`config.mk`:
```
export PLATFORM = sky130hd
export DESIGN_NAME = zx_paging_top
export DESIGN_NICKNAME = d
export VERILOG_FILES = /design/src/zx_pkg.sv /design/src/zx_port_decode.sv /design/src/zx_port_regs.sv /design/src/zx_mem_map.sv /design/src/zx_paging_top.sv
export VERILOG_INCLUDE_DIRS = /design/src
export SDC_FILE = /design/constraint.sdc
export NUM_CORES = 1
export LEC_CHECK = 0
export ABC_AREA = 1
export BUFFER_PORTS_ARGS = -buffer_cell sky130_fd_sc_hd__buf_2
export CORE_MARGIN = 3
export CORE_UTILIZATION = 45
export CTS_CLUSTER_DIAMETER = 150
export DETAILED_ROUTE_END_ITERATION = 6
export GPL_TIMING_DRIVEN = 0
export HOLD_SLACK_MARGIN = 0.08
export PLACE_DENSITY = 0.77
export RECOVER_POWER = 25
export SETUP_SLACK_MARGIN = 0.1
export SLEW_MARGIN = 30
export SYNTH_ARGS = -nofsm -noshare
export SYNTH_HDL_FRONTEND = slang
export SYNTH_HIERARCHICAL = 1
export SYNTH_SLANG_ARGS = --single-unit
```
`constraint.sdc`:
```
create_clock -name clk_sys -period 1.7 [get_ports clk_sys]
set_clock_uncertainty 0.15 [all_clocks]
set_input_delay 0.085 -clock clk_sys [delete_from_list [all_inputs] [get_ports clk_sys]]
set_output_delay 0.085 -clock clk_sys [all_outputs]
set_load 0.02 [all_outputs]
```
`src/zx_defs.svh`:
```
// Spectrum paging core shared constants
// Bus widths, ROM placement, port decode patterns and fixed banks

`ifndef ZX_DEFS_SVH
`define ZX_DEFS_SVH

// Bus widths
`define ZX_ADDR_W      16
`define ZX_DATA_W      8
`define ZX_RAM_ADDR_W  25
`define ZX_PAGE_W      14
`define ZX_BANK_W      6

// ROM area, physical bits 20:18 when set to this pattern
`define ZX_ROM_BASE_BANK  3'b101

// High address nibble of the +3 and Pentagon 1024 ports
`define ZX_PORT_1FFD_HI  4'b0001
`define ZX_PORT_EFF7_HI  4'b1110

// Fixed banks behind CPU slots 1 and 2 in normal mode
`define ZX_BANK_SCREEN  6'd5
`define ZX_BANK_MID     6'd2

`endif

```
`src/zx_pkg.sv`:
```
// Spectrum paging core types
// Machine selection and the layouts of the paging port bytes

`default_nettype none

package zx_pkg;

	// Encoding follows the memory menu of the full machine
	typedef enum logic [2:0] {
		MACH_128   = 3'd0,
		MACH_P1024 = 3'd1,
		MACH_48    = 3'd3,
		MACH_PLUS3 = 3'd4
	} machine_t;

	// ==================================================
	// Port 7FFD
	// ==================================================

	// Plain 128K meaning of the byte
	typedef struct packed {
		logic [1:0] rsvd;
		logic       lock;
		logic       rom_sel;
		logic       screen;
		logic [2:0] bank;
	} p7ffd_base_t;

	// Pentagon 1024 reuses the top bits as extra bank bits
	typedef struct packed {
		logic [1:0] ext_hi;
		logic       ext_lo;
		logic [4:0] rsvd;
	} p7ffd_pent_t;

	typedef union packed {
		p7ffd_base_t base;
		p7ffd_pent_t pent;
	} port7ffd_u;

	// ==================================================
	// Port 1FFD (+3)
	// ==================================================

	// Bit 2 is the high ROM select in normal mode and the top bit
	// of the special config in special mode
	typedef struct packed {
		logic [3:0] rsvd;
		logic       motor;
		logic       rom_hi;
		logic       cfg_lo;
		logic       special;
	} port1ffd_t;

endpackage

`default_nettype wire

```
`src/zx_port_decode.sv`:
```
// Decode stage of the paging core
// Turns a rising I/O write into a one-cycle strobe for the port it hits

`timescale 1ns/1ps
`default_nettype none

`include "zx_defs.svh"

module zx_port_decode (
	input  logic                  clk_sys,
	input  logic                  reset,
	input  logic                  io_wr,
	input  logic [`ZX_ADDR_W-1:0] addr,
	input  logic                  is_plus3,
	input  logic                  is_p1024,
	input  logic                  page_disable,
	output logic                  wr_7ffd,
	output logic                  wr_1ffd,
	output logic                  wr_eff7,
	output logic                  wr_fe
);

	logic io_wr_q;
	logic wr_new;
	logic [3:0] addr_hi;

	// Previous level of the write strobe
	always_ff @(posedge clk_sys) begin
		if (reset) begin
			io_wr_q <= 1'b0;
		end else begin
			io_wr_q <= io_wr;
		end
	end

	// First cycle of a write only
	assign wr_new  = io_wr & ~io_wr_q;
	assign addr_hi = addr[15:12];

	// ==================================================
	// Port matching, partial decode as on the real boards
	// ==================================================

	// 7FFD, the +3 also wants A14 so it does not clash with 1FFD
	assign wr_7ffd = wr_new & ~addr[15] & ~addr[1] & (addr[14] | ~is_plus3)
		& ~page_disable;

	assign wr_1ffd = wr_new & (addr_hi == `ZX_PORT_1FFD_HI) & ~addr[1] & is_plus3
		& ~page_disable;

	// EFF7 stays writable after 7FFD is locked
	assign wr_eff7 = wr_new & (addr_hi == `ZX_PORT_EFF7_HI) & ~addr[3] & is_p1024;

	// ULA port, any even address
	assign wr_fe = wr_new & ~addr[0];

	// The two +3 paging ports must never be written by one cycle
	a_7ffd_1ffd_excl: assert property (
		@(posedge clk_sys) disable iff (reset)
		!(wr_7ffd && wr_1ffd)
	);

endmodule

`default_nettype wire

```
`src/zx_port_regs.sv`:
```
// Execute stage of the paging core
// Paging registers, the ULA output latch and the machine flags

`timescale 1ns/1ps
`default_nettype none

`include "zx_defs.svh"

module zx_port_regs import zx_pkg::*; (
	input  logic                  clk_sys,
	input  logic                  reset,
	input  machine_t              machine,
	input  logic                  wr_7ffd,
	input  logic                  wr_1ffd,
	input  logic                  wr_eff7,
	input  logic                  wr_fe,
	input  logic [`ZX_DATA_W-1:0] data,
	output port7ffd_u             reg_7ffd,
	output port1ffd_t             reg_1ffd,
	output logic [2:0]            bank_ext,
	output logic                  is_48,
	output logic                  is_plus3,
	output logic                  is_p1024,
	output logic                  page_disable,
	output logic [2:0]            border_color,
	output logic                  ear_out,
	output logic                  mic_out
);

	// EFF7 bit 2 drops the Pentagon back to plain 128K paging
	logic eff7_128;

	// Incoming byte seen through both 7FFD layouts
	port7ffd_u data_7ffd;

	assign data_7ffd = data;

	// ==================================================
	// Paging registers
	// ==================================================

	always_ff @(posedge clk_sys) begin
		if (reset) begin
			// Machine type is only picked up while reset is held
			is_48    <= (machine == MACH_48);
			is_plus3 <= (machine == MACH_PLUS3);
			is_p1024 <= (machine == MACH_P1024);
			reg_7ffd <= '0;
			reg_1ffd <= '0;
			bank_ext <= '0;
			eff7_128 <= 1'b0;
		end else begin
			if (wr_7ffd) begin
				reg_7ffd <= data_7ffd;
				// Extension order is ext_lo then ext_hi
				if (is_p1024 && !eff7_128) begin
					bank_ext <= {data_7ffd.pent.ext_lo, data_7ffd.pent.ext_hi};
				end
			end
			if (wr_1ffd) begin
				reg_1ffd <= data;
			end
			if (wr_eff7) begin
				eff7_128 <= data[2];
			end
		end
	end

	// Bit 5 only locks on a Pentagon once it runs in 128K mode
	assign page_disable = is_48
		| (reg_7ffd.base.lock & (~is_p1024 | eff7_128));

	// ==================================================
	// ULA port FE
	// ==================================================

	always_ff @(posedge clk_sys) begin
		if (reset) begin
			border_color <= 3'd0;
			ear_out      <= 1'b0;
			mic_out      <= 1'b0;
		end else if (wr_fe) begin
			border_color <= data[2:0];
			ear_out      <= data[4];
			mic_out      <= data[3];
		end
	end

	// 48K never pages, so the decode stage must keep both registers frozen
	a_48k_locked: assert property (
		@(posedge clk_sys) disable iff (reset)
		is_48 |-> (page_disable && $stable(reg_7ffd) && $stable(reg_1ffd))
	);

endmodule

`default_nettype wire

```
`src/zx_mem_map.sv`:
```
// Result stage of the paging core
// Maps a CPU address to a physical RAM or ROM address, combinational

`timescale 1ns/1ps
`default_nettype none

`include "zx_defs.svh"

module zx_mem_map import zx_pkg::*; (
	input  logic [`ZX_ADDR_W-1:0]     addr,
	input  port7ffd_u                 reg_7ffd,
	input  port1ffd_t                 reg_1ffd,
	input  logic [2:0]                bank_ext,
	input  logic                      is_48,
	input  logic                      is_plus3,
	output logic [`ZX_RAM_ADDR_W-1:0] ram_addr,
	output logic                      ram_we_ok,
	output logic [3:0]                rom_page,
	output logic                      page_scr
);

	logic [1:0]               slot;
	logic [1:0]               special_cfg;
	logic [11:0]              special_set;
	logic [`ZX_BANK_W-1:0]    bank;
	logic                     in_rom;
	logic [`ZX_PAGE_W-1:0]    offset;

	assign slot        = addr[15:14];
	assign offset      = addr[`ZX_PAGE_W-1:0];
	assign special_cfg = {reg_1ffd.rom_hi, reg_1ffd.cfg_lo};
	assign page_scr    = reg_7ffd.base.screen;

	// ==================================================
	// ROM page select
	// ==================================================

	always_comb begin
		if (is_48) begin
			rom_page = 4'b1111;
		end else if (is_plus3) begin
			rom_page = {2'b10, reg_1ffd.rom_hi, reg_7ffd.base.rom_sel};
		end else begin
			rom_page = {3'b011, reg_7ffd.base.rom_sel};
		end
	end

	// +3 all-RAM bank sets, slot 3 in the top three bits
	always_comb begin
		case (special_cfg)
			2'd0:    special_set = {3'd3, 3'd2, 3'd1, 3'd0};
			2'd1:    special_set = {3'd7, 3'd6, 3'd5, 3'd4};
			2'd2:    special_set = {3'd3, 3'd6, 3'd5, 3'd4};
			default: special_set = {3'd3, 3'd6, 3'd7, 3'd4};
		endcase
	end

	// ==================================================
	// Slot to bank
	// ==================================================

	always_comb begin
		in_rom = 1'b0;
		bank   = '0;
		if (reg_1ffd.special) begin
			bank = {3'd0, special_set[slot*3 +: 3]};
		end else begin
			case (slot)
				2'd0:    in_rom = 1'b1;
				2'd1:    bank = `ZX_BANK_SCREEN;
				2'd2:    bank = `ZX_BANK_MID;
				default: bank = {bank_ext, reg_7ffd.base.bank};
			endcase
		end
	end

	// Banks are 16K apart from address zero, ROMs sit above them
	always_comb begin
		if (in_rom) begin
			ram_addr = {{(`ZX_RAM_ADDR_W - `ZX_PAGE_W - 7){1'b0}},
				`ZX_ROM_BASE_BANK, rom_page, offset};
		end else begin
			ram_addr = {{(`ZX_RAM_ADDR_W - `ZX_PAGE_W - `ZX_BANK_W){1'b0}},
				bank, offset};
		end
	end

	// ROM is read only
	assign ram_we_ok = ~in_rom;

	// A write enable must never reach the ROM area
	always_comb begin
		a_no_rom_write: assert (!(ram_we_ok && ram_addr[20:18] == `ZX_ROM_BASE_BANK));
	end

endmodule

`default_nettype wire

```
`src/zx_paging_top.sv`:
```
// Spectrum memory paging core
// Port decode, paging registers and address mapping in three stages

`timescale 1ns/1ps
`default_nettype none

`include "zx_defs.svh"

module zx_paging_top import zx_pkg::*; (
	input  logic                      clk_sys,
	input  logic                      reset,
	input  machine_t                  machine,
	input  logic                      io_wr,
	input  logic [`ZX_ADDR_W-1:0]     addr,
	input  logic [`ZX_DATA_W-1:0]     data,
	output logic [`ZX_RAM_ADDR_W-1:0] ram_addr,
	output logic                      ram_we_ok,
	output logic                      page_scr,
	output logic [3:0]                rom_page,
	output logic                      page_disable,
	output logic [2:0]                border_color,
	output logic                      ear_out,
	output logic                      mic_out
);

	// One-cycle port strobes
	logic wr_7ffd;
	logic wr_1ffd;
	logic wr_eff7;
	logic wr_fe;

	// Register state towards the mapper
	port7ffd_u  reg_7ffd;
	port1ffd_t  reg_1ffd;
	logic [2:0] bank_ext;
	logic       is_48;
	logic       is_plus3;
	logic       is_p1024;

	zx_port_decode u_decode (
		.clk_sys      (clk_sys),
		.reset        (reset),
		.io_wr        (io_wr),
		.addr         (addr),
		.is_plus3     (is_plus3),
		.is_p1024     (is_p1024),
		.page_disable (page_disable),
		.wr_7ffd      (wr_7ffd),
		.wr_1ffd      (wr_1ffd),
		.wr_eff7      (wr_eff7),
		.wr_fe        (wr_fe)
	);

	zx_port_regs u_regs (
		.clk_sys      (clk_sys),
		.reset        (reset),
		.machine      (machine),
		.wr_7ffd      (wr_7ffd),
		.wr_1ffd      (wr_1ffd),
		.wr_eff7      (wr_eff7),
		.wr_fe        (wr_fe),
		.data         (data),
		.reg_7ffd     (reg_7ffd),
		.reg_1ffd     (reg_1ffd),
		.bank_ext     (bank_ext),
		.is_48        (is_48),
		.is_plus3     (is_plus3),
		.is_p1024     (is_p1024),
		.page_disable (page_disable),
		.border_color (border_color),
		.ear_out      (ear_out),
		.mic_out      (mic_out)
	);

	zx_mem_map u_map (
		.addr      (addr),
		.reg_7ffd  (reg_7ffd),
		.reg_1ffd  (reg_1ffd),
		.bank_ext  (bank_ext),
		.is_48     (is_48),
		.is_plus3  (is_plus3),
		.ram_addr  (ram_addr),
		.ram_we_ok (ram_we_ok),
		.rom_page  (rom_page),
		.page_scr  (page_scr)
	);

endmodule

`default_nettype wire

```
# Yosys cells after proc, flatten, opt, wreduce, memory -nomap -nowiden
# Index checks and enable logic that the tools add are counted.
# totals
mem_bits_ro	0
output_inout_bits	37
ramBits	0
mem_count	0
latchBits	0
inputBits	30
wordCells	63
regBits	22
# op_classes
n_lt_le_gt_ge	0
bitwise	26
n_eq_ne	9
shifts	1
n_reduce_logical	5
div	0
mul	1
mux	8
addsub	0
# op_table
cell	n
$pmux 12 s3	1
$mux 21	1
$pmux 6 s3	1
$and 1x1->1	14
$shiftx 12x5->3	1
$not 1->1	9
$mux 4	2
$mux 6	1
$eq 2x1->1 const B	2
$eq 2x2->1 const B	2
$eq 4x1->1 const B	1
$eq 4x4->1 const B	1
$logic_not 2->1	2
$mul 2x2->4 const B	1
$eq 3x1->1 const B	1
$eq 3x2->1 const B	1
$eq 3x3->1 const B	1
$or 1x1->1	3
$mux 1	2
$reduce_and 2->1	1
$logic_and 1x1->1	1
$logic_not 1->1	1

# Longest topological paths before layout
# Gate-level depths: netlist of run 1.
# logic_depth
depth_word	7
depth_mapped	9
ltp_nobuf	9

# Hierarchy
# The synthesis of run 1 kept the hierarchy.
# modules_own_cells
mod	seq_area_each_um2	cells_each	area_per_inst_um2	instances
zx_port_regs	590.6	124	1016.0	1
zx_mem_map	0.0	64	357.8	1
zx_port_decode	20.0	18	100.1	1

# Worst setup path before layout of run 1
# Ideal clock, no wire load.
# synth_path
kind	register to register
start	register u_regs.is_p1024
end	register u_regs.bank_ext[0]
arrival_ns	1.456
setup_time_ns	0.064
synth_period_minus_slack_ns	1.670
t_required_ns	1.486
setup_slack_ns	0.030
path_stages_with_launch	9
n_path_buf	0
cell_sequence	edfxtp_1 nand2_1 a21o_1 o21bai_1 nor2_1 nand3_1 nand2_1 nand2_1 nor2_1
# synth_via
elab_chain_cells	7
word_cells_on_any_way	8
cone_classes	bitwise: 6; reduce/logical: 2
# synth_lines
element	line	text
from (decl)	zx_port_regs.sv:23	output logic is_p1024,
from (signal assigned)	zx_port_regs.sv:47	is_p1024 <= (machine == MACH_P1024);
$not 1->1	zx_port_regs.sv:71	| (reg_7ffd.base.lock & (~is_p1024 | eff7_128));
$or 1x1->1	zx_port_regs.sv:71	
$and 1x1->1	zx_port_regs.sv:71	
$or 1x1->1	zx_port_regs.sv:71	
named net page_disable	zx_paging_top.sv:20	output logic page_disable,
$not 1->1	zx_port_decode.sv:46	& ~page_disable;
$and 1x1->1	zx_port_decode.sv:46	
named net wr_7ffd	zx_paging_top.sv:27	logic wr_7ffd;
$reduce_and 2->1 (no line)	--	
to (signal assigned)	zx_port_regs.sv:57	bank_ext <= {data_7ffd.pent.ext_lo, data_7ffd.pent.ext_hi};
to (decl)	zx_port_regs.sv:20	output logic [2:0] bank_ext,
# The timed path passes the listed nets, and every way through them passes these cells.
# A chain may end at the register's enable or synchronous reset.

# Final worst setup path of run 1
# layout_path
start	register u_regs.is_plus3
end	output ram_addr[17]
# layout_via
elab_chain_cells	3
# layout_lines
element	line	text
from (decl)	zx_port_regs.sv:22	output logic is_plus3,
from (signal assigned)	zx_port_regs.sv:46	is_plus3 <= (machine == MACH_PLUS3);
$mux 4	zx_mem_map.sv:41	end else if (is_plus3) begin
$mux 4	zx_mem_map.sv:39	if (is_48) begin
$mux 21	zx_mem_map.sv:79	if (in_rom) begin
to (decl)	zx_paging_top.sv:16	output logic [`ZX_RAM_ADDR_W-1:0] ram_addr,
# No other way between the ends.

==> metrics, run 1 <==
run status=complete, but fails checks; failing checks=negative hold slack; fin crit period=1.57 ns; maximum clock frequency=635 MHz; Hold Crit Depth=2; setup total negative slack=0 ns; proportion of layout cells with a drive suffix above 1=0.377; clock transition at the registers of the reported paths=0.12 ns; pwr/cell area=659 nW/um^2; logic depth of the worst register-to-register path=7; mean routed wirelength per cell=10.9 um; max-slew violations=0; via count of the first global-routing pass=1188; CTS Root Cell=clkbuf_4; share of power burned in registers=0.464; total net switching power=345 uW; Final Hold Slack=-0.0999 ns; GRT Util Overall=0.185; register-to-register setup slack=0.15 ns; chip height=58.9 um; leftover overflow at the end of global routing=0; number of synthesis warnings=6; worst-path cell with the longest stage delay=edfxtp_1; start-to-end type of the worst setup path=flip-flop to primary output; setup repair after global routing missed its margin=true; worst min path class=input port to flip-flop; Die Area=3470 um^2; MaxCap Viol Count=0; antenna-violating nets left=0; number of cells produced by synthesis=183; reg-to-reg critical path endpoint=u_regs/bank_ext[0]$_SDFFE_PP0P_; core box area=2570 um^2; largest net degree at the start of global routing=14; number of setup violations in the final report=0; final weighted congestion of routability-driven global placement=0.860; DP HPWL=2210 um; leak pwr=0.950 nW; peak ir drop on the vdd network=0.553 mV; critical path arrival=1.34 ns; post-route DRC violation count=0; initial cell density of the core=0.490; first-pass GRT wire length=5070 um; # clock sinks=22; vias per cell=4.80; Most Frequent Cell on Critical Path=nand2_1; critical path peak fanout=4; Net Sw Frac=0.286; CTS Buf Count=3; area of the mapped netlist=1260 um^2; IO Port Bufs=53; critical-path cell list=or2_2 > nand2_1 > nand2_1 > buf_2; clock share of power=0.278; Worst Hold Endpoint=u_regs/bank_ext[0]$_SDFFE_PP0P_; CP max stage delay=0.47 ns; total number of placement rows=18; syn avg cell area=6.88 um^2; number of nets in the layout=291; Final Cycle Share=0.926; DRT iter0 DRCs=40; type of destination of the critical path=primary output; CTS hold repair buffers=14; Routed Wire Length=3170 um; logic gate share of total power=0.258; worst reg2reg path startpoint=u_regs/is_48$_DFFE_PP_; Max Root-Sink Buffers=2; later-pin clock latency in the skew report=0.30 ns; critical path buffer and inverter count=1; Startpoint Class=flip-flop; data required time at the worst endpoint=1.46 ns; number of levels the H-tree was split into=1; Top Family by Delay on Critical Path=flip-flops; via count=1391; Die X=58.9 um; TritonCTS clock tree=done; antenna violations before repair=0; total iterations of the first detailed-routing run=4; synth-to-layout area growth=45.4%; Ant. Diodes=0; number of hold violations in the final report=6; hold_sp=reset; ports placed on the boundary=67; total internal power=860 uW
-- registers in the layout, indices dropped and copies added (netlist names) --
register	cells
u_regs/eff7_128	1
u_regs/bank_ext	3
u_regs/ear_out	1
u_regs/is_48	1
u_regs/is_plus3	1
u_regs/mic_out	1
u_decode/io_wr_q	1
u_regs/is_p1024	1
u_regs/reg_1ffd	3
u_regs/border_color	3
u_regs/reg_7ffd	6
-- area by class of cell --
| class | instances | area [um^2] |
|---|---|---|
| fill | 214 | 737 |
| multi-input combinational | 112 | 569 |
| sequential | 22 | 470 |
| timing repair buffer | 70 | 418 |
| buffer | 25 | 184 |
| inverter | 27 | 104 |
| clock buffer | 4 | 47.5 |
| tap | 30 | 37.5 |
-- timing repair --
action	in CTS	in global routing
setup buffers	2	1
gates resized for setup	1	23
cloned	0	0
pin swaps	1	21
endpoints found under the setup margin	8	19
endpoints found under the hold margin	25	6
-- worst max-delay path by stage --
| stage | from | to | slack [ns] | cells past startpoint |
|---|---|---|---|---|
| 2_1_floorplan | u_regs/is_p1024$_DFFE_PP_ | u_regs/bank_ext[2]$_SDFFE_PP0P_ | 0.12 | 7 |
| 3_3_place_gp | u_regs/is_p1024$_DFFE_PP_ | u_regs/reg_7ffd[1]$_SDFFE_PP0P_ | 0.06 | 7 |
| 3_5_place_dp | u_regs/eff7_128$_SDFFE_PP0P_ | u_regs/bank_ext[2]$_SDFFE_PP0P_ | 0.05 | 9 |
| 4_1_cts | u_regs/is_48$_DFFE_PP_ | u_regs/bank_ext[0]$_SDFFE_PP0P_ | 0.08 | 7 |
| 5_1_grt | u_regs/is_48$_DFFE_PP_ | u_regs/bank_ext[1]$_SDFFE_PP0P_ | 0.02 | 7 |
| 6_report | u_regs/is_plus3$_DFFE_PP_ | ram_addr[17] | 0.13 | 4 |
-- layer usage --
layer | routed length, um | up-vias | GRT usage
li1 | - | 701 | -
met1 | 1320 | 641 | 0.248
met4 | 8 | 0 | 0.0388
met2 | 1610 | 47 | 0.314
met5 | 0 | - | 0
met3 | 225 | 2 | 0.0307
-- worst reg2reg max path, delay by kind of cell, from the launching register on --
kind | cells | cell delay (ns)
AO/OA/AOI/OAI | 2 | 0.39
buffers and inverters | 1 | 0.12
flip-flops | 1 | 0.45
AND/OR/NAND/NOR | 4 | 0.33
-- stage by stage --
step                instances   util  setup slack (ns)  cell area, um^2  power [mW]
floorplan                 186      -             0.117             1270       0.748
global placement          269  0.614            0.0599             1580       0.838
detailed placement        269  0.614            0.0508             1580       0.841
CTS                       289  0.692            0.0801             1780        1.20
global route              290  0.713            0.0232             1830        1.28
finish                    290  0.713             0.126             1830        1.21
-- power by group through the flow --
| stage | clock [mW] | sequential (mW) | combinational [mW] |
|---|---|---|---|
| after floorplan | 0 | 0.578 | 0.170 |
| after global placement | 0 | 0.571 | 0.267 |
| after detailed placement | 0 | 0.571 | 0.270 |
| after CTS | 0.344 | 0.558 | 0.298 |
| after global routing | 0.374 | 0.563 | 0.338 |
| final | 0.335 | 0.560 | 0.311 |
-- layout by cell type (no fill, tap or decap), drive strengths merged, types with 2 or more instances in the layout --
cell	count
buf	69
clkbuf	16
conb	4
dfxtp	19
dlygate4sd3	14
edfxtp	3
inv	27
nand2	23
nand3	15
nand4	2
nor2	45
nor3	2
o21ai	16
Note: power is estimated with default switching activity, not from simulation.
==> run 2, diff against run 1 <==
clock period = 1.8 ns   (was 1.7 ns; I/O delays follow)
==> metrics, run 2 (same netlist as run 1, synthesis figures left out) <==
hold_sp=addr[13]; initial cell density of the core=0.490; max reg flops=6; MaxCap Viol Count=0; chip height=58.9 um; critical path arrival=1.79 ns; fin crit period=1.68 ns; setup repair after global routing missed its margin=true; number of setup violations in the final report=0; start-to-end type of the worst setup path=input port to flip-flop; DRT iter0 DRCs=32; critical path peak fanout=2; worst reg2reg path startpoint=u_regs/is_p1024$_DFFE_PP_; critical-path cell list=dlygate4sd3_1 > buf_2 > nor2_1 > nand3_1 > nor2_2 > dlygate4sd3_1 > a21oi_1 > nor2_1; total iterations of the first detailed-routing run=4; proportion of layout cells with a drive suffix above 1=0.331; largest net degree at the start of global routing=14; setup total negative slack=0 ns; vias per cell=4.58; placement-stage worst setup slack=0.0329 ns; number of nets in the layout=297; ports placed on the boundary=67; tightest slew margin relative to the limit=0.662; maximum clock frequency=597 MHz; total number of placement rows=18; core box area=2570 um^2; IO Port Bufs=53; most common cell after layout, fill and taps aside=buf_2; later-pin clock latency in the skew report=0.31 ns; critical path buffer and inverter count=3; Final Cycle Share=0.931; Max Root-Sink Buffers=2; worst-path cell with the longest stage delay=dlygate4sd3_1; run status=finished, final reports clean; worst min path class=input port to flip-flop; GRT Util Overall=0.193; Die X=58.9 um; number of levels the H-tree was split into=1; Routed Wire Length=3340 um; final weighted congestion of routability-driven global placement=0.801; leak pwr=0.975 nW; Reg with most FFs=u_regs/reg_7ffd; final worst setup slack=0.124 ns; number of fill cells=210; CTS Buf Count=3; TritonCTS clock tree=done; final total power=1.15 mW; Crit. Startpoint=addr[3]; via count=1355; leftover overflow at the end of global routing=0; max-slew violations=0; DP HPWL=2240 um; CTS Root Cell=clkbuf_4; type of destination of the critical path=flip-flop; # clock sinks=22; Final Hold Slack=0.110 ns; CP max stage delay=0.55 ns; Ant. Diodes=0; Die Area=3470 um^2; clock transition at the registers of the reported paths=0.13 ns; data required time at the worst endpoint=1.91 ns; mean routed wirelength per cell=11.3 um; antenna-violating nets left=0; first-pass GRT wire length=5160 um; post-route DRC violation count=0; via count of the first global-routing pass=1227; Startpoint Class=input port; transition time at the pin with the least slew margin=0.503 ns; most frequent cells in the layout=buf_2 (41), nor2_1 (40), buf_4 (25); synth-to-layout area growth=47.1%; peak ir drop on the vdd network=0.634 mV; Top Family by Delay on Critical Path=buffers and inverters; antenna violations before repair=0; pwr/cell area=623 nW/um^2; number of hold violations in the final report=0; post-route core utilization=0.721
## run 2: worst paths after layout
check,end,depth (start not counted),slack (ns)
worst max-delay path,u_regs/eff7_128$_SDFFE_PP0P_,8,0.12
worst min-delay path,u_regs/eff7_128$_SDFFE_PP0P_,6,0.11
worst max register to register,u_regs/bank_ext[1]$_SDFFE_PP0P_,8,0.14
worst min register to register,u_regs/reg_7ffd[5]$_SDFFE_PP0P_,1,0.35
## run 2: what timing repair did
action | in CTS | in global routing
setup endpoints to repair | 8 | 13
resized for setup | 1 | 9
hold endpoints to repair | 25 | 0
pin swaps | 0 | 6
setup buffers | 0 | 4
hold buffers | 19 | 0
## run 2: cell type report
cell class / count / area [um^2] / area share
multi-input cells: 112 / 541 / 0.292
flip-flops and latches: 22 / 470 / 0.254
repair buffers: 76 / 468 / 0.253
plain buffers: 25 / 184 / 0.0993
inverters: 27 / 104 / 0.0561
clock buffers: 4 / 47.5 / 0.0257
well taps: 30 / 37.5 / 0.0203
## run 2: power breakdown
part	total [mW]	leakage [nW]	switching, mW	internal (mW)
Sequential	0.528	0.183	0.0120	0.516
Clock	0.326	0.0261	0.157	0.170
Combinational	0.299	0.766	0.167	0.132
Total	1.15	0.975	0.336	0.818
## run 2: per-stage QoR
step,area (um^2),std cells
global placement,1570,269
floorplan,1270,186
finish,1850,296
CTS,1810,292
global route,1850,296
detailed placement,1570,269
## run 2: tightest hold or removal path, stage by stage
cell,delay (ns)
buf_2,0.12
nand3_1,0.09
nor2_2,0.05
nor2_1,0.09
a21oi_1,0.05
nor2_1,0.07
## run 2: metal layers
metal	wire length [um]	track usage	vias to the layer above
li1	-	-	704
met4	78	0.0777	0
met2	1660	0.336	62
met5	0	0	-
met3	225	0.0307	6
met1	1370	0.236	583
